<file path="src/include/pc_unit_config.svh">
`ifndef PC_UNIT_CONFIG_SVH
`define PC_UNIT_CONFIG_SVH

// register data and address width
`define PC_XLEN 64

// reset target, also where ebreak returns to
`define PC_BOOT_ADDR 64'h8000_0000

// one 32-bit instruction per fetch
`define PC_STEP 4

`endif

</file>
<file path="src/core_types_pkg.sv">
`default_nettype none

`include "pc_unit_config.svh"

package core_types_pkg;

   // register data and fetch addresses share one width
   typedef logic [`PC_XLEN-1:0] xlen_t;

   // immediates come in already sign-extended by decode
   typedef logic [`PC_XLEN-1:0] imm_t;

endpackage

`default_nettype wire

</file>
<file path="src/trap_csr.sv">
`timescale 1ns/1ps
`default_nettype none

module trap_csr (
   input  logic                  clk,
   input  logic                  rst_n,
   input  logic                  mtvec_we,
   input  core_types_pkg::xlen_t mtvec_wdata,
   input  logic                  mepc_capture, // ecall taken this cycle
   input  core_types_pkg::xlen_t pc,
   output core_types_pkg::xlen_t mtvec,
   output core_types_pkg::xlen_t mepc
);

   // trap vector in direct mode only
   always_ff @(posedge clk or negedge rst_n) begin
      if (!rst_n) begin
         mtvec <= '0;
      end else if (mtvec_we) begin
         mtvec <= {mtvec_wdata[$bits(core_types_pkg::xlen_t)-1:2], 2'b00}; // mode bits tied off
      end
   end

   // mret comes back to the pc of the ecall itself
   always_ff @(posedge clk or negedge rst_n) begin
      if (!rst_n) begin
         mepc <= '0;
      end else if (mepc_capture) begin
         mepc <= pc;
      end
   end

   // a captured pc has to stay usable as a fetch target
   a_csr_aligned: assert property (
      @(posedge clk) disable iff (!rst_n)
      mepc_capture |=> (mepc[0] == 1'b0)
   ) else $error("trap_csr: misaligned mepc after capture");

endmodule

`default_nettype wire
</file>
<file path="config.mk">
export PLATFORM = sky130hd
export DESIGN_NAME = trap_csr
export DESIGN_NICKNAME = d
export VERILOG_FILES = /design/src/core_types_pkg.sv /design/src/trap_csr.sv
export VERILOG_INCLUDE_DIRS = /design/src /design/src/include
export SDC_FILE = /design/constraint.sdc
export NUM_CORES = 1
export LEC_CHECK = 0
export BUFFER_PORTS_ARGS = -buffer_cell sky130_fd_sc_hd__buf_2
export CAP_MARGIN = 10
export CORE_ASPECT_RATIO = 1.25
export CORE_UTILIZATION = 41
export DETAILED_ROUTE_END_ITERATION = 12
export MAX_ROUTING_LAYER = met4
export PLACE_DENSITY = 0.73
export SETUP_SLACK_MARGIN = 0.5
export SYNTH_ARGS = -nofsm -noshare
export SYNTH_HDL_FRONTEND = slang
export SYNTH_SLANG_ARGS = --single-unit
</file>
<file path="constraint.sdc">
create_clock -name clk -period 0.9 [get_ports clk]
set_clock_uncertainty 0.05 [all_clocks]
set_input_delay 0.18 -clock clk [delete_from_list [all_inputs] [get_ports clk]]
set_output_delay 0.18 -clock clk [all_outputs]
set_load 0.02 [all_outputs]
</file>
# Word level (Yosys, flattened, before mapping)
# Index checks and enable logic that the tools add are counted.
# classes
magnitude_cmp	0
multipliers	0
n_bitwise	0
shift	0
reduce_logical	0
addsub	0
muxes	0
n_div	0
eq_ne	0
# word_totals
latch_bits	0
regBits	126
elab_cells	2
ram_bits	0
inputBits	132
mem_bits_ro	0
mem_count	0
out_inout_bits	128

# Longest topological paths before layout
# logic_depth
depth_word	0
ltp_mapped	3

# Least setup slack after synthesis
# Ideal clock, no wire load.
# synth_timing
kind	in2reg
startpoint	input mepc_capture
endpoint	register mepc[10]
arrival_ps	786
required_time_ps	725
setup_time_ps	125
stages	3
path_buffers	2
slack_ps	-61
path_cell_list	buf_6 -> buf_12 -> mux2_4
# synth_rtl
item	line	source
start, declared	trap_csr.sv:9	input logic mepc_capture,
end signal, assigned	trap_csr.sv:29	mepc <= pc;
end, declared	trap_csr.sv:12	output core_types_pkg::xlen_t mepc
# No word-level cell between the ends.

# Worst setup path after layout
# layout_timing
startpoint	register mepc[35]
endpoint	output mepc[35]
# No word-level cell between the ends.

==> metrics.log <==
[metrics] share of post-route cells with drive strength above 1: 0.842
[metrics] cell family with most CP delay: flip-flops
[metrics] aggregate global routing overflow: 0
[metrics] Worst Setup Path Type: reg2out
[metrics] amount of wire on met2 after detailed routing: 8040 µm
[metrics] drt via density: 4.58
[metrics] met3 layer wire length in the routed design: 821 µm
[metrics] failing checks: negative hold slack, negative setup slack
[metrics] number of top-level design ports: 260
[metrics] startpoint kind of the worst setup timing path: flip-flop
[metrics] weighted congestion reported at the end of routability-driven placement: 0.749
[metrics] global-route usage over all layers: 0.215
[metrics] Syn-to-layout area delta: 75.0%
[metrics] RSZ-0062 raised after global routing: yes
[metrics] Antenna Violating Nets Remaining: 0
[metrics] leading cell types in the layout, fill and taps excluded: sky130_fd_sc_hd__buf_6 (200), sky130_fd_sc_hd__buf_2 (126), sky130_fd_sc_hd__mux2_4 (120)
[metrics] placeable core region: 0.0123 mm²
[metrics] Avg Synthesized Cell Area: 19.5 µm²
[metrics] Max FO, Critical Path: 2
[metrics] net count of the finished layout: 769
[metrics] count of synthesis-stage warnings from yosys: 0
[metrics] Num Clock Sinks: 126
[metrics] cell area power density: 2070 mW/mm²
[metrics] number of DRC markers in iteration 0: 68
[metrics] buffer and inverter count on the worst path: 1
[metrics] horizontal extent of the die: 103 µm
[metrics] status: complete, but fails checks
[metrics] launch point of the worst reg-to-reg path: mepc[35]
[metrics] first-pass GRT wire length: 20200 µm
[metrics] Power Total: 19000 µW
[metrics] Crit path largest cell delay: 0.42 ns
[metrics] Setup-failing EPs final: 196
[metrics] final cycle utilization of the critical path: 1.34
[metrics] die height: 129 µm
[metrics] most common cell after layout, fill and taps aside: sky130_fd_sc_hd__buf_6
[metrics] shortest clock period the worst path allows after layout: 1.21 ns
[metrics] worst hold margin: -0.385 ns
[metrics] pin count of the biggest net entering global routing: 36
[metrics] root buf cell: sky130_fd_sc_hd__clkbuf_16
[metrics] number of detailed-route iterations in the first pass: 4
[metrics] clk slew on worst S/H paths: 0.06 ns
[metrics] final worst setup slack: -0.306 ns
[metrics] placed wire-length estimate: 8550 µm
[metrics] number of hold-slack violations in the final timing report: 249
[metrics] number of standard-cell rows in the floorplan: 45
[metrics] Routed wire per std cell: 18.4 µm
[metrics] buffers added on ports: 255
[metrics] final sum of negative setup slack: -40.47 ns
[metrics] Min-Delay Path Class: in2async
[metrics] TritonCTS clock tree: built
[metrics] # diodes: 0
[metrics] H-tree level count: 4
[metrics] fmax: 829 MHz
[metrics] #FFs+latches synth: 126
[metrics] P_leak: 0.00470 µW
[metrics] required time of the critical path: 0.67 ns
[metrics] count of distinct cell types in the synthesized netlist: 7
[metrics] netlist area before placement: 0.00525 mm²
[metrics] critical-path cell with the highest stage delay: sky130_fd_sc_hd__dfrtp_1
[metrics] gate count after technology mapping: 269
[metrics] post-route met1 wirelength: 5840 µm
[metrics] sequential element share of the synthesized area: 0.600
[metrics] wirelength, routed: 15000 µm
[metrics] vias: 3725
[metrics] Cell Chain, Critical Path: buf_6
[metrics] count of filler cells inserted in the layout: 692
[metrics] critical path capture point type: output pin
[metrics] Max rail drop VDD: 1.21 mV
[metrics] clock latency of the later-clocked register in the worst-skew pair: 0.41 ns
[metrics] Max-cap violations: 0
[metrics] uppermost metal layer occupied by signal nets: met4
[metrics] Initial Utilization: 0.426
[metrics] launching element of the worst setup path: mepc[35]
[metrics] pins over their slew limit: 0
[metrics] vias in the first global route: 3994
[metrics] antenna violations before repair: 0
[metrics] number of DRC violations after detailed routing: 0
[metrics] area enclosed by the die boundary: 0.0133 mm²
[metrics] total CTS buffers: 17
[metrics] arrival time of the worst setup path: 0.98 ns
[metrics] CTS max path bufs: 2
## report_power, final
group	internal, µW	leakage [µW]	switching, µW
logic	2830	0.00294	1750
clock network	5090	0.000313	2570
registers	6260	0.00145	514
## flip-flops by register name, indices dropped and copies added, names as in the netlist
name   count
mtvec     62
mepc      64
## cells by family (layout without fill, tap and decap cells)
kind of cell,count (synthesis),after routing,share of synthesized area
multiplexers,126,126,0.356
other,1,2,0.000714
flip-flops,126,126,0.600
buffers and inverters,16,396,0.0429
## through the flow
stage           util  cell area (µm²)  hold WS [ns]  instances  worst slack, ns
2_1_floorplan      -             5340        -0.166        270          -0.0127
3_5_place_dp   0.549             6770        0.0409        690           -0.203
5_1_grt        0.745             9190        -0.395        814           -0.350
6_report       0.745             9190        -0.385        814           -0.306
4_1_cts        0.702             8650        -0.400        773           -0.309
3_3_place_gp   0.549             6770        0.0320        690           -0.175
## path summary, 6_finish.rpt
path | endpoint | slack, ns | cells after the start
max | mepc[35] | -0.31 | 1
min | mtvec[33] | -0.38 | 1
max reg2reg | mepc[35] | -0.22 | 3
min reg2reg | mepc[63] | 0.48 | 1
max in group asynchronous | mepc[0] | 0.70 | 2
min in group clk | mtvec[28] | -0.05 | 2
## per-layer routing
| metal | GRT usage | up-vias |
|---|---|---|
| li1 | - | 1675 |
| met1 | 0.231 | 1842 |
| met2 | 0.378 | 185 |
| met3 | 0.0598 | 23 |
| met4 | 0.0679 | 0 |
| met5 | - | - |
## cell usage after synthesis, drive strengths merged
cell   count  area [µm²]
mux2     126        1870
dfrtp    126        3150
buf       16         225
conb       1        3.75
## cell type report
class                      count  area [µm²]  area share
clock buffer                  20         457      0.0497
clock inverter                12         208      0.0226
multi-input combinational    128        1880       0.204
sequential                   126        3190       0.347
tap                          164         205      0.0223
timing repair buffer         364        3260       0.354
## what timing repair did
action,CTS,global route
setup buffers,51,41
gates resized for setup,266,60
pin swaps,0,0
hold endpoints to repair,252,252
setup endpoints to repair,252,252
No activity file was read; power rests on OpenSTA's default activity.
