## src/include/pc_unit_config.svh

```systemverilog
`ifndef PC_UNIT_CONFIG_SVH
`define PC_UNIT_CONFIG_SVH

// register data and address width
`define PC_XLEN 64

// reset target, also where ebreak returns to
`define PC_BOOT_ADDR 64'h8000_0000

// one 32-bit instruction per fetch
`define PC_STEP 4

`endif

```

## src/core_types_pkg.sv

```systemverilog
`default_nettype none

`include "pc_unit_config.svh"

package core_types_pkg;

   // register data and fetch addresses share one width
   typedef logic [`PC_XLEN-1:0] xlen_t;

   // immediates come in already sign-extended by decode
   typedef logic [`PC_XLEN-1:0] imm_t;

endpackage

`default_nettype wire

```

## src/pc_ctrl_pkg.sv

```systemverilog
`default_nettype none

package pc_ctrl_pkg;

   // funct3 of the B-type group
   typedef enum logic [2:0] {
      BR_EQ  = 3'b000,
      BR_NE  = 3'b001,
      BR_LT  = 3'b100,
      BR_GE  = 3'b101,
      BR_LTU = 3'b110,
      BR_GEU = 3'b111
   } br_op_e;

   // next pc candidates
   typedef enum logic [2:0] {
      SRC_SEQ   = 3'd0, // pc + step
      SRC_REL   = 3'd1, // pc + imm, taken branch or jal
      SRC_JALR  = 3'd2, // rs1 + imm
      SRC_LATE  = 3'd3, // late rs1 + latched imm
      SRC_BOOT  = 3'd4,
      SRC_MTVEC = 3'd5,
      SRC_MEPC  = 3'd6,
      SRC_HOLD  = 3'd7
   } pc_src_e;

   typedef enum logic {
      ST_RUN      = 1'b0,
      ST_WAIT_RS1 = 1'b1
   } ctrl_state_e;

endpackage

`default_nettype wire

```

## src/pc_ctrl.sv

```systemverilog
`timescale 1ns/1ps
`default_nettype none

`include "pc_unit_config.svh"

module pc_ctrl (
   input  logic                  clk,
   input  logic                  rst_n,
   input  logic                  inst_valid,
   input  logic                  branch,
   input  logic                  jump,
   input  logic                  jalr,
   input  logic                  rs1_busy,
   input  logic                  ebreak,
   input  logic                  ecall,
   input  logic                  mret,
   input  logic                  taken,
   input  core_types_pkg::imm_t  imm,
   input  core_types_pkg::xlen_t next_pc,
   output core_types_pkg::xlen_t pc,
   output pc_ctrl_pkg::pc_src_e  pc_src,
   output core_types_pkg::imm_t  late_imm,
   output logic                  stall,
   output logic                  mepc_capture
);

   pc_ctrl_pkg::ctrl_state_e state;
   pc_ctrl_pkg::ctrl_state_e state_nxt;

   // source select, priority branch > jump > ebreak > ecall > mret > seq
   always_comb begin
      pc_src       = pc_ctrl_pkg::SRC_HOLD;
      stall        = 1'b0;
      mepc_capture = 1'b0;
      state_nxt    = state;
      case (state)
         pc_ctrl_pkg::ST_RUN: begin
            if (inst_valid) begin
               if (branch) begin
                  pc_src = taken ? pc_ctrl_pkg::SRC_REL : pc_ctrl_pkg::SRC_SEQ;
               end else if (jump) begin
                  if (!jalr) begin
                     pc_src = pc_ctrl_pkg::SRC_REL; // jal
                  end else if (rs1_busy) begin
                     stall     = 1'b1;              // rs1 still in flight, pc holds
                     state_nxt = pc_ctrl_pkg::ST_WAIT_RS1;
                  end else begin
                     pc_src = pc_ctrl_pkg::SRC_JALR;
                  end
               end else if (ebreak) begin
                  pc_src = pc_ctrl_pkg::SRC_BOOT;
               end else if (ecall) begin
                  pc_src       = pc_ctrl_pkg::SRC_MTVEC;
                  mepc_capture = 1'b1;
               end else if (mret) begin
                  pc_src = pc_ctrl_pkg::SRC_MEPC;
               end else begin
                  pc_src = pc_ctrl_pkg::SRC_SEQ;
               end
            end
         end
         pc_ctrl_pkg::ST_WAIT_RS1: begin
            // inst_valid ignored here, the late operand finishes the jalr
            pc_src    = pc_ctrl_pkg::SRC_LATE;
            state_nxt = pc_ctrl_pkg::ST_RUN;
         end
         default: state_nxt = pc_ctrl_pkg::ST_RUN;
      endcase
   end

   always_ff @(posedge clk or negedge rst_n) begin
      if (!rst_n) begin
         state <= pc_ctrl_pkg::ST_RUN;
         pc    <= core_types_pkg::xlen_t'(`PC_BOOT_ADDR);
      end else begin
         state <= state_nxt;
         pc    <= next_pc; // hold is just pc fed back through target_gen
      end
   end

   // immediate of the stalled jalr, used one cycle later
   always_ff @(posedge clk) begin
      if (stall) begin
         late_imm <= imm;
      end
   end

   a_stall_single: assert property (
      @(posedge clk) disable iff (!rst_n)
      stall |=> !stall
   ) else $error("pc_ctrl: stall held for two cycles");

   // every target the datapath produces must keep the pc half-word aligned
   a_pc_aligned: assert property (
      @(posedge clk) disable iff (!rst_n)
      pc[0] == 1'b0
   ) else $error("pc_ctrl: pc bit 0 set");

endmodule

`default_nettype wire

```

## config.mk

```make
export PLATFORM = sky130hd
export DESIGN_NAME = pc_ctrl
export DESIGN_NICKNAME = d
export VERILOG_FILES = /design/src/core_types_pkg.sv /design/src/pc_ctrl_pkg.sv /design/src/pc_ctrl.sv
export VERILOG_INCLUDE_DIRS = /design/src /design/src/include
export SDC_FILE = /design/constraint.sdc
export NUM_CORES = 1
export LEC_CHECK = 0
export BUFFER_PORTS_ARGS = -buffer_cell sky130_fd_sc_hd__buf_4
export CORE_AREA = 2 2 106 108
export DETAILED_ROUTE_END_ITERATION = 16
export DIE_AREA = 0 0 108 110
export GPL_ROUTABILITY_DRIVEN = 0
export PLACE_DENSITY_LB_ADDON = 0.25
export SYNTH_ARGS = -nofsm -noshare
export SYNTH_HDL_FRONTEND = slang
export SYNTH_SLANG_ARGS = --single-unit
```

## constraint.sdc

```tcl
create_clock -name clk -period 5.25 [get_ports clk]
set_clock_uncertainty 0.05 [all_clocks]
set_input_delay 0.525 -clock clk [delete_from_list [all_inputs] [get_ports clk]]
set_output_delay 0.525 -clock clk [all_outputs]
set_load 0.01 [all_outputs]
```

# Word-level counts from Yosys, hierarchy flattened
# Cells that the tools add are included.
# Widths: inputs -> output; s select.
[totals]
wordCells = 27
register_bits = 129
output_inout_bits = 133
inputBits = 139
[classes]
n_mux = 23
bitwise_logic = 1
[ops]
columns = ["operator", "count"]
rows = [
  ["$mux 3", 8],
  ["$mux 1", 13],
  ["$pmux 3 s2", 1],
  ["$pmux 1 s2", 1],
  ["$not 1->1", 1],
]

# Depth between registers and ports, before layout
[depth]
ltp_word = 7
depth_mapped = 3
ltp_nobuf = 3

# Worst setup path after synthesis
# Ideal clock, no wire load.
[synth_timing]
path_kind = "in2out"
startpoint = "input port inst_valid"
endpoint = "output port stall"
path_slack_ns = 1.056
cell_stages = 3
n_path_buf = 0
t_required_ns = 4.675
arrival_ns = 3.619
cell_sequence = "nor2b_1 > nand2_1 > nor2_1"
[synth_between]
elab_chain_len = 2
[synth_lines]
columns = ["element", "line_no", "text"]
rows = [
  ["start, declared", "pc_ctrl.sv:9", "input logic inst_valid,"],
  ["$mux 1", "pc_ctrl.sv:38", "if (inst_valid) begin"],
  ["$mux 1", "pc_ctrl.sv:36", "case (state)"],
  ["end, declared", "pc_ctrl.sv:23", "output logic stall,"],
]
# No other way between the ends.

# Worst setup path in the final report
[layout_timing]
startpoint = "register state"
endpoint = "output port stall"
[layout_between]
elab_chain_len = 1
[layout_lines]
columns = ["element", "line_no", "text"]
rows = [
  ["start, declared", "pc_ctrl.sv:27", "pc_ctrl_pkg::ctrl_state_e state;"],
  ["start signal, assigned", "pc_ctrl.sv:73", "state <= pc_ctrl_pkg::ST_RUN;"],
  ["start signal, assigned", "pc_ctrl.sv:76", "state <= state_nxt;"],
  ["$mux 1", "pc_ctrl.sv:36", ""],
]
# No other way between the ends.

==> metrics.txt <==
leakage=0.00301 µW; Mapped Cells=146; via count=2478; CP max stage delay=650 ps; r2r setup slk=2880 ps; share of layout cells above drive strength 1=0.680; Hold Fails Final Rpt=0; Final Non-Filler Cells=590; crit-path max FO=30; Net Sw Power=489 µW; total power draw=2540 µW; status=completed; PostCTS Resize Cnt=0; TritonRoute pass-1 iters=4; Post-CTS Setup Bufs=0; GRT Util Overall=0.160; IO Pins=272; CTS root buffer=clkbuf_8; Initial Util=0.341; CP Cell Sequence=nor2b_1, nand2_1, nor2_4, buf_4; wirelength, routed=9590 µm; cell area power density=388 mW/mm²; Port-buffer cells=271; CTS hold repair buffers=0; internal power=2050 µW; Avg Inst Size Synth=25.0 µm²; placed cell count=558; Max-slew headroom=0.442; critical path required time=4680 ps; Least-Margin Pin Slew=835 ps; Worst Setup Slack, final=2500 ps; global-route wire length before repair=13500 µm; count of final max-slew check failures=0; Die ar.=0.0119 mm²; Sink Count=129; largest net degree at the start of global routing=66; commonest non-fill, non-tap cell in the layout=buf_4; CORE AREA=0.0107 mm²; switching part of the total=0.193; Num CTS Buffers=17; Overflow after GRT=0; Worst-path clk slew=60 ps; WL/cell=16.3 µm; synthesized area=0.00365 mm²; Crit-path slowest cell=nor2_4; final core utilization=0.612; Setup CP Type=register to primary output; Die Y=110 µm; Die Width=108 µm; Achievable Freq=363 MHz; H-tree depth=4; initial DRC count=80; final net count=576; FF/Latch Area=0.00355 mm²; reg2reg start=state; DRC=0; Combinational Power Share=0.066; setup violators final=0; Antenna Cells=0; initial antenna violation count=0; Max Cap Viol=0; row count=38; pre-CTS setup slack=2580 ps; Area Overhead vs Synth=79.2%; crit share post-route=0.524; Clk Latency, worst-skew pair=500 ps; maximum root-to-sink buffer count=2; TNS Setup=0 ps; type of destination of the critical path=primary output; crit path launch type=register; VDD IR-drop max=0.253 mV; Multi-input gate area=110 µm²; Worst Reg-to-Reg Cells=4; Via-to-Cell Ratio=4.20; crit path DAT=2180 ps; YS warnings=0; min Tclk post-route=2750 ps; part of the power in registers=0.435; FF-to-FF End=late_imm[35]; TritonCTS clock tree=built; most frequent cells in the layout=buf_4 (272), edfxtp_1 (64), dfrtp_1 (64); clock share of power=0.499; Seq cells post-synth=129; unrepaired setup endpoints after global routing=no; # fillers=813; syn nets=285; Hold Path Class=input pin to async pin; vias in the first global route=2550; Routed Antenna Nets=0; register area share after synthesis=0.972; Yosys cell types=17
-- flip-flops by register name (all words and copies together) (netlist names) --
register and cells:
state 1, pc 64, late_imm 64
-- cells by family after synthesis --
logic type / Yosys count / synth area share
flip-flops: 129 / 0.972
AO/OA/AOI/OAI: 5 / 0.00959
AND/OR/NAND/NOR: 12 / 0.0185
-- per-layer routing --
layer,routed length (µm),share of wire,global-route usage
met3,1390,0.14,0.0835
met1,3160,0.33,0.166
met2,4840,0.50,0.263
met4,206,0.021,0.0897
met5,0,0,0
-- critical path: cells and delay by family, from the launching register on --
family	cells	cell delay, ps
DFF	1	380
buffers and inverters	1	250
and+or+nand+nor	3	1020
-- power groups by stage --
stage          Combinational, µW  Clock (µW)  Sequential [µW]
2_1_floorplan               7.65           0             1140
3_3_place_gp                 168           0             1120
3_5_place_dp                 171           0             1120
4_1_cts                      171        1300             1100
5_1_grt                      181        1350             1110
6_report                     168        1270             1100
-- through the flow --
stage | hold slack (ps) | cell area, µm²
2_1_floorplan | 179 | 3650
3_3_place_gp | 584 | 5880
3_5_place_dp | 585 | 5880
4_1_cts | 42.1 | 6550
5_1_grt | 37.6 | 6550
6_report | 37.4 | 6550
-- synth_stat cells --
master / number / area, µm²
a211oi_1: 1 / 7.51
a21boi_1: 1 / 7.51
and3_1: 1 / 6.26
dfrtp_1: 64 / 1600
dfstp_2: 1 / 26.3
edfxtp_1: 64 / 1920
nand2_1: 1 / 3.75
nand2b_1: 1 / 6.26
nand3_1: 1 / 5.00
nand3b_1: 2 / 15.0
nor2_1: 2 / 7.51
nor2b_1: 2 / 12.5
nor3_1: 1 / 5.00
nor4_1: 1 / 6.26
o21a_1: 1 / 7.51
o21ai_0: 1 / 5.00
o31ai_1: 1 / 7.51
-- worst max path at each step --
| stage | cells past startpoint | startpoint | end |
|---|---|---|---|
| 2_1_floorplan | 3 | inst_valid | stall |
| 3_3_place_gp | 5 | inst_valid | late_imm[43] |
| 3_5_place_dp | 5 | inst_valid | late_imm[40] |
| 4_1_cts | 4 | state | stall |
| 5_1_grt | 4 | state | stall |
| 6_report | 4 | state | stall |
-- area by class of cell --
type                    instances  area share
repair buffers                272       0.312
multi-input cells              17      0.0168
clock inverters                 9      0.0210
clock buffers                  23      0.0811
flip-flops and latches        129       0.542
well taps                     140      0.0268
No activity file was read; power rests on OpenSTA's default activity.
