File: config.mk
export PLATFORM = sky130hd
export DESIGN_NAME = target_gen
export DESIGN_NICKNAME = d
export VERILOG_FILES = /design/src/core_types_pkg.sv /design/src/pc_ctrl_pkg.sv /design/src/target_gen.sv
export VERILOG_INCLUDE_DIRS = /design/src /design/src/include
export SDC_FILE = /design/constraint.sdc
export NUM_CORES = 1
export LEC_CHECK = 0
export BUFFER_PORTS_ARGS = -buffer_cell sky130_fd_sc_hd__buf_2
export CAP_MARGIN = 15
export CELL_PAD_IN_SITES_DETAIL_PLACEMENT = 0
export CELL_PAD_IN_SITES_GLOBAL_PLACEMENT = 1
export CORE_MARGIN = 2
export CORE_UTILIZATION = 39
export DETAILED_ROUTE_END_ITERATION = 8
export MAX_ROUTING_LAYER = met4
export PLACE_DENSITY_LB_ADDON = 0.1
export SLEW_MARGIN = 40
export SYNTH_ARGS = -nofsm -noshare
export SYNTH_HDL_FRONTEND = slang
export SYNTH_SLANG_ARGS = --single-unit
export TNS_END_PERCENT = 1
File: constraint.sdc
create_clock -name vclk -period 5.65
set_input_delay 0.2825 -clock vclk [all_inputs]
set_output_delay 0.2825 -clock vclk [all_outputs]
set_load 0.01 [all_outputs]
File: src/include/pc_unit_config.svh
`ifndef PC_UNIT_CONFIG_SVH
`define PC_UNIT_CONFIG_SVH

// register data and address width
`define PC_XLEN 64

// reset target, also where ebreak returns to
`define PC_BOOT_ADDR 64'h8000_0000

// one 32-bit instruction per fetch
`define PC_STEP 4

`endif

File: src/core_types_pkg.sv
`default_nettype none

`include "pc_unit_config.svh"

package core_types_pkg;

   // register data and fetch addresses share one width
   typedef logic [`PC_XLEN-1:0] xlen_t;

   // immediates come in already sign-extended by decode
   typedef logic [`PC_XLEN-1:0] imm_t;

endpackage

`default_nettype wire

File: src/pc_ctrl_pkg.sv
`default_nettype none

package pc_ctrl_pkg;

   // funct3 of the B-type group
   typedef enum logic [2:0] {
      BR_EQ  = 3'b000,
      BR_NE  = 3'b001,
      BR_LT  = 3'b100,
      BR_GE  = 3'b101,
      BR_LTU = 3'b110,
      BR_GEU = 3'b111
   } br_op_e;

   // next pc candidates
   typedef enum logic [2:0] {
      SRC_SEQ   = 3'd0, // pc + step
      SRC_REL   = 3'd1, // pc + imm, taken branch or jal
      SRC_JALR  = 3'd2, // rs1 + imm
      SRC_LATE  = 3'd3, // late rs1 + latched imm
      SRC_BOOT  = 3'd4,
      SRC_MTVEC = 3'd5,
      SRC_MEPC  = 3'd6,
      SRC_HOLD  = 3'd7
   } pc_src_e;

   typedef enum logic {
      ST_RUN      = 1'b0,
      ST_WAIT_RS1 = 1'b1
   } ctrl_state_e;

endpackage

`default_nettype wire

File: src/target_gen.sv
`timescale 1ns/1ps
`default_nettype none

`include "pc_unit_config.svh"

module target_gen (
   input  pc_ctrl_pkg::pc_src_e  pc_src,
   input  core_types_pkg::xlen_t pc,
   input  core_types_pkg::imm_t  imm,
   input  core_types_pkg::xlen_t rs1_data,
   input  core_types_pkg::imm_t  late_imm,
   input  core_types_pkg::xlen_t rs1_late_data,
   input  core_types_pkg::xlen_t mtvec,
   input  core_types_pkg::xlen_t mepc,
   output core_types_pkg::xlen_t next_pc
);

   // jalr targets drop bit 0
   localparam core_types_pkg::xlen_t ALIGN_MASK = ~core_types_pkg::xlen_t'(1);
   localparam core_types_pkg::xlen_t BOOT_ADDR  = core_types_pkg::xlen_t'(`PC_BOOT_ADDR);

   core_types_pkg::xlen_t seq_pc;
   core_types_pkg::xlen_t rel_pc;
   core_types_pkg::xlen_t jalr_pc;
   core_types_pkg::xlen_t late_pc;

   assign seq_pc  = pc + core_types_pkg::xlen_t'(`PC_STEP);
   assign rel_pc  = pc + imm;                               // branch and jal share this adder
   assign jalr_pc = (rs1_data + imm) & ALIGN_MASK;
   assign late_pc = (rs1_late_data + late_imm) & ALIGN_MASK; // second cycle of a stalled jalr

   always_comb begin
      case (pc_src)
         pc_ctrl_pkg::SRC_SEQ:   next_pc = seq_pc;
         pc_ctrl_pkg::SRC_REL:   next_pc = rel_pc;
         pc_ctrl_pkg::SRC_JALR:  next_pc = jalr_pc;
         pc_ctrl_pkg::SRC_LATE:  next_pc = late_pc;
         pc_ctrl_pkg::SRC_BOOT:  next_pc = BOOT_ADDR;
         pc_ctrl_pkg::SRC_MTVEC: next_pc = mtvec;
         pc_ctrl_pkg::SRC_MEPC:  next_pc = mepc;
         default:                next_pc = pc; // hold
      endcase
   end

endmodule

`default_nettype wire

Word level (Yosys, flattened, before mapping)
Cells that the tools add are included.
Word-level totals
  register bits after elaboration: 0
  output and inout port bits: 64
  word-level logic and storage cells: 12
Operators by class
  $add $sub $neg: 4
  eq/ne operators: 6
  muxes and demuxes: 1
  reduce and logical (&&, ||, !) cells: 1
Operators with widths (count)
  64-bit case mux with 7 select lines: 1
  64-bit adder: 3
  64-bit by 3-bit adder with 64-bit output (second input constant): 1
  3-bit == test (second input constant): 3
  3-bit by 2-bit == test with 1-bit output (second input constant): 2
  3-bit by 1-bit == test with 1-bit output (second input constant): 1
  3-bit zero test: 1

Depth between registers and ports, before layout
  depth in word-level cells: 2
  gate-level depth with buffers: 12
  gate-level depth less buffers: 12

Worst setup path after synthesis
Ideal clock, no wire load.
  path type: in2out
  from: in imm[0]
  to: out next_pc[50]
  data arrival time: 2.995 ns
  path slack: 2.373 ns
  cell stages on the path: 12
  path buffers: 0
  path through: and2_1 > fa_1 > a21o_1 > a221o_1 > a311oi_2 > o21ai_2 > a2111o_1 > and2_4 > a211oi_2 > xor2_1 > nor2_1 > o32a_1
Between the ends
  cells in the longest elaborated chain, start to end: 2
  elaborated cells between the ends (all ways): 3
  classes of those cells: add/sub (2); mux (1)
RTL lines
  start: declaration: RTL line target_gen.sv:9  | input core_types_pkg::imm_t imm,
  64-bit adder (on tied branches): RTL line target_gen.sv:29, target_gen.sv:28
  64-bit case mux with 7 select lines (*): RTL line target_gen.sv:33  | case (pc_src)
  end: declaration: RTL line target_gen.sv:15  | output core_types_pkg::xlen_t next_pc
Every way passes the cells marked *; elsewhere a longest branch is shown, timed or not.

Final worst setup path
  from: in pc[0]
  to: out next_pc[48]
Between the ends
  cells in the longest elaborated chain, start to end: 2
  elaborated cells between the ends (all ways): 3
  classes of those cells: add/sub (2); mux (1)
RTL lines
  start: declaration: RTL line target_gen.sv:8  | input core_types_pkg::xlen_t pc,
  64-bit adder or 64-bit by 3-bit adder with 64-bit output (tied branches): RTL line target_gen.sv:28, target_gen.sv:27
  64-bit case mux with 7 select lines (*): RTL line target_gen.sv:33
Marked as above.

==> run summary <==
Worst Min Path Start - pc[18]
Status - complete, no violations
Setup TNS - 0 ns
Seq cells - 0
Synth cell types - 90
Post-DP HPWL - 71.0 mm
Routed wire length - 84.5 mm
Clock buffer count - 0
Die Y - 203 um
FF+latch area - 0 sq um
Worst Path Arrival - 4.12 ns
DRC - 0
CP required - 5.37 ns
GP Congestion - 1.08
Tcrit/Tclk final - 78.0%
Final Hold Viols - 0
Final setup viols - 0
Hold_ws - 0.968 ns
Simple-Gate Fraction of Synth Area - 26.5%
Worst-Margin Slew - 0.779 ns
Leakage - 8.28 nW
# IOs - 515
Final nets - 3497
Initial DRC count - 2583
Global route total overflow - 0
Share of cells above drive strength 1 - 20.2%
Mapped Area - 15400 sq um
Layout area overhead - 18.8%
Avg Cell Area, Syn - 6.27 sq um
First-pass GRT wire length - 123 mm
# port buffers - 515
Hold Path Class - in -> out
Critical path capture point type - output pin
Count of pins over their slew limit - 0
Crit path max fanout - 5
RSZ-0062 raised after global routing - no
Drt via density - 6.45
Hold_buf cts - 0
Peak VDD IR - 0.0000621 V
CP Launch Type - input port
Die area - 41100 sq um
Post_cts resized - 0
Sequential share of the synthesized area - 0%
Max Freq - 227 MHz
Core box area - 38800 sq um
Max cap viols - 0
Synthesis warning total - 0
Row count - 72
Syn Nets - 3098
Synth Area in Adders - 15.7%
WS Path Type - in -> out
Gate Count Post-Synth - 2456
Starting Density - 39.7%
Wire per inst - 25.0 um
Vias in the first global route - 19700
Combinational family with the most area after synthesis - compound AO/OA/AOI/OAI gates
Post-synthesis mux area share - 0.942%
Largest net degree at the start of global routing - 80
GRT Overall Usage - 39.7%
Pwr Total - 0.00232 W
First drt pass iteration count - 8
XOR/XNOR share of the synthesized area - 12.5%
Min Clock Period, post-route - 4.41 ns
Initial antenna violation count - 9
Max-slew headroom - 46.7%
Pwr dens - 127 nW/um^2
Worst Setup SP - pc[0]
Width of the die - 203 um
Post-CTS Setup Inserts - 0
Complex-gate fraction of the synthesized area - 39.8%
DR vias - 21800
Post-DRT Antenna Nets - 0
==> logic make-up (layout without fill, tap and decap cells) <==
group	Yosys count	in the layout
compound gates	957	957
simple gates	890	890
xor+xnor	219	219
fa+ha+maj	191	191
buf+inv	186	583
mux	13	13
other cells	0	9
==> per-layer routing <==
metal	up-vias	wire length (um)	GRT usage, %
li1	10000	-	-
met5	-	0	-
met2	1364	36000	60.1
met3	135	9820	6.82
met1	10300	36600	55.4
met4	0	2100	8.00
==> per-stage QoR <==
stage	utilization, %	instances	worst slack, ns	cell area [sq um]
global placement	47.0	3370	1.27	18200
global route	47.1	3380	1.06	18300
finish	47.1	3380	1.24	18300
detailed placement	47.0	3370	1.26	18200
floorplan	-	2456	2.37	15400
CTS	47.0	3370	1.25	18200
==> area by class of cell <==
cell class / instances / area [sq um]
Multi-Input combinational cell: 2270 / 14700
Timing Repair Buffer: 534 / 2740
Fill cell: 4216 / 20500
Inverter: 49 / 184
Tap cell: 518 / 648
Antenna cell: 9 / 22.5
==> cell usage in the layout (no fill, tap or decap), types with 30 or more instances in the layout <==
master,count
nand4_1,77
a22oi_1,35
xnor2_1,125
nor2_1,207
buf_2,514
nand2_1,355
ha_1,188
o21ai_0,220
inv_1,49
o21a_1,31
a21o_1,63
a31oi_1,30
nand3_1,68
nor3_1,38
xor2_1,94
a21oi_1,282
o21bai_1,42
==> worst paths after layout <==
kind	cells past startpoint	slack [ns]	end
worst max-delay path	14	1.24	next_pc[48]
worst min-delay path	4	0.97	next_pc[18]
==> Yosys cell counts, types with 5 or more instances <==
| library cell | instances | area [sq um] |
|---|---|---|
| nand4_1 | 77 | 482 |
| a22oi_1 | 35 | 263 |
| o21a_1 | 31 | 233 |
| or2_2 | 10 | 62.6 |
| buf_1 | 5 | 18.8 |
| and4_1 | 10 | 87.6 |
| nor2b_1 | 15 | 93.8 |
| a21o_1 | 63 | 473 |
| a211o_1 | 7 | 61.3 |
| nor4_1 | 5 | 31.3 |
| and2_1 | 19 | 119 |
| and3_1 | 28 | 175 |
| o21bai_1 | 42 | 315 |
| a21oi_1 | 282 | 1410 |
| nand3_1 | 69 | 345 |
| a222oi_1 | 14 | 140 |
| nor2_1 | 208 | 781 |
| a221oi_1 | 23 | 201 |
| xor2_1 | 94 | 823 |
| ha_1 | 188 | 2350 |
| o22a_1 | 15 | 131 |
| nor3_1 | 39 | 195 |
| or3_1 | 20 | 125 |
| or4_1 | 8 | 60.1 |
| a31oi_1 | 30 | 188 |
| nand2b_1 | 13 | 81.3 |
| inv_1 | 49 | 184 |
| buf_2 | 16 | 80.1 |
| mux2i_1 | 10 | 100 |
| o21ai_1 | 14 | 70.1 |
| a41oi_1 | 6 | 52.6 |
| o31ai_1 | 10 | 75.1 |
| a211oi_1 | 18 | 135 |
| clkbuf_1 | 114 | 428 |
| a21boi_0 | 16 | 120 |
| a221o_1 | 5 | 50.1 |
| nand2_1 | 356 | 1340 |
| o221ai_1 | 27 | 236 |
| xnor2_1 | 125 | 1090 |
| o22ai_1 | 18 | 113 |
| o21ai_0 | 220 | 1100 |
| o211ai_1 | 19 | 143 |
==> critical path, stage by stage <==
cell,delay (ns)
buf_2,0.14
ha_1,0.23
fa_1,0.29
a211oi_1,0.11
o21ai_1,0.32
o2111ai_1,0.26
a31o_2,0.33
o21a_1,0.27
o21ai_1,0.53
nor2_1,0.10
a2111oi_0,0.70
and3_1,0.27
o32ai_1,0.10
buf_2,0.19
==> report_power, final <==
| part | total [W] | switching (W) | internal [W] |
|---|---|---|---|
| clock network | 0.000000000202 | 0 | 0.000000000202 |
| logic | 0.00232 | 0.00148 | 0.000838 |
| registers | 0 | 0 | 0 |
| total | 0.00232 | 0.00148 | 0.000838 |
(Power assumes the default switching activity.)
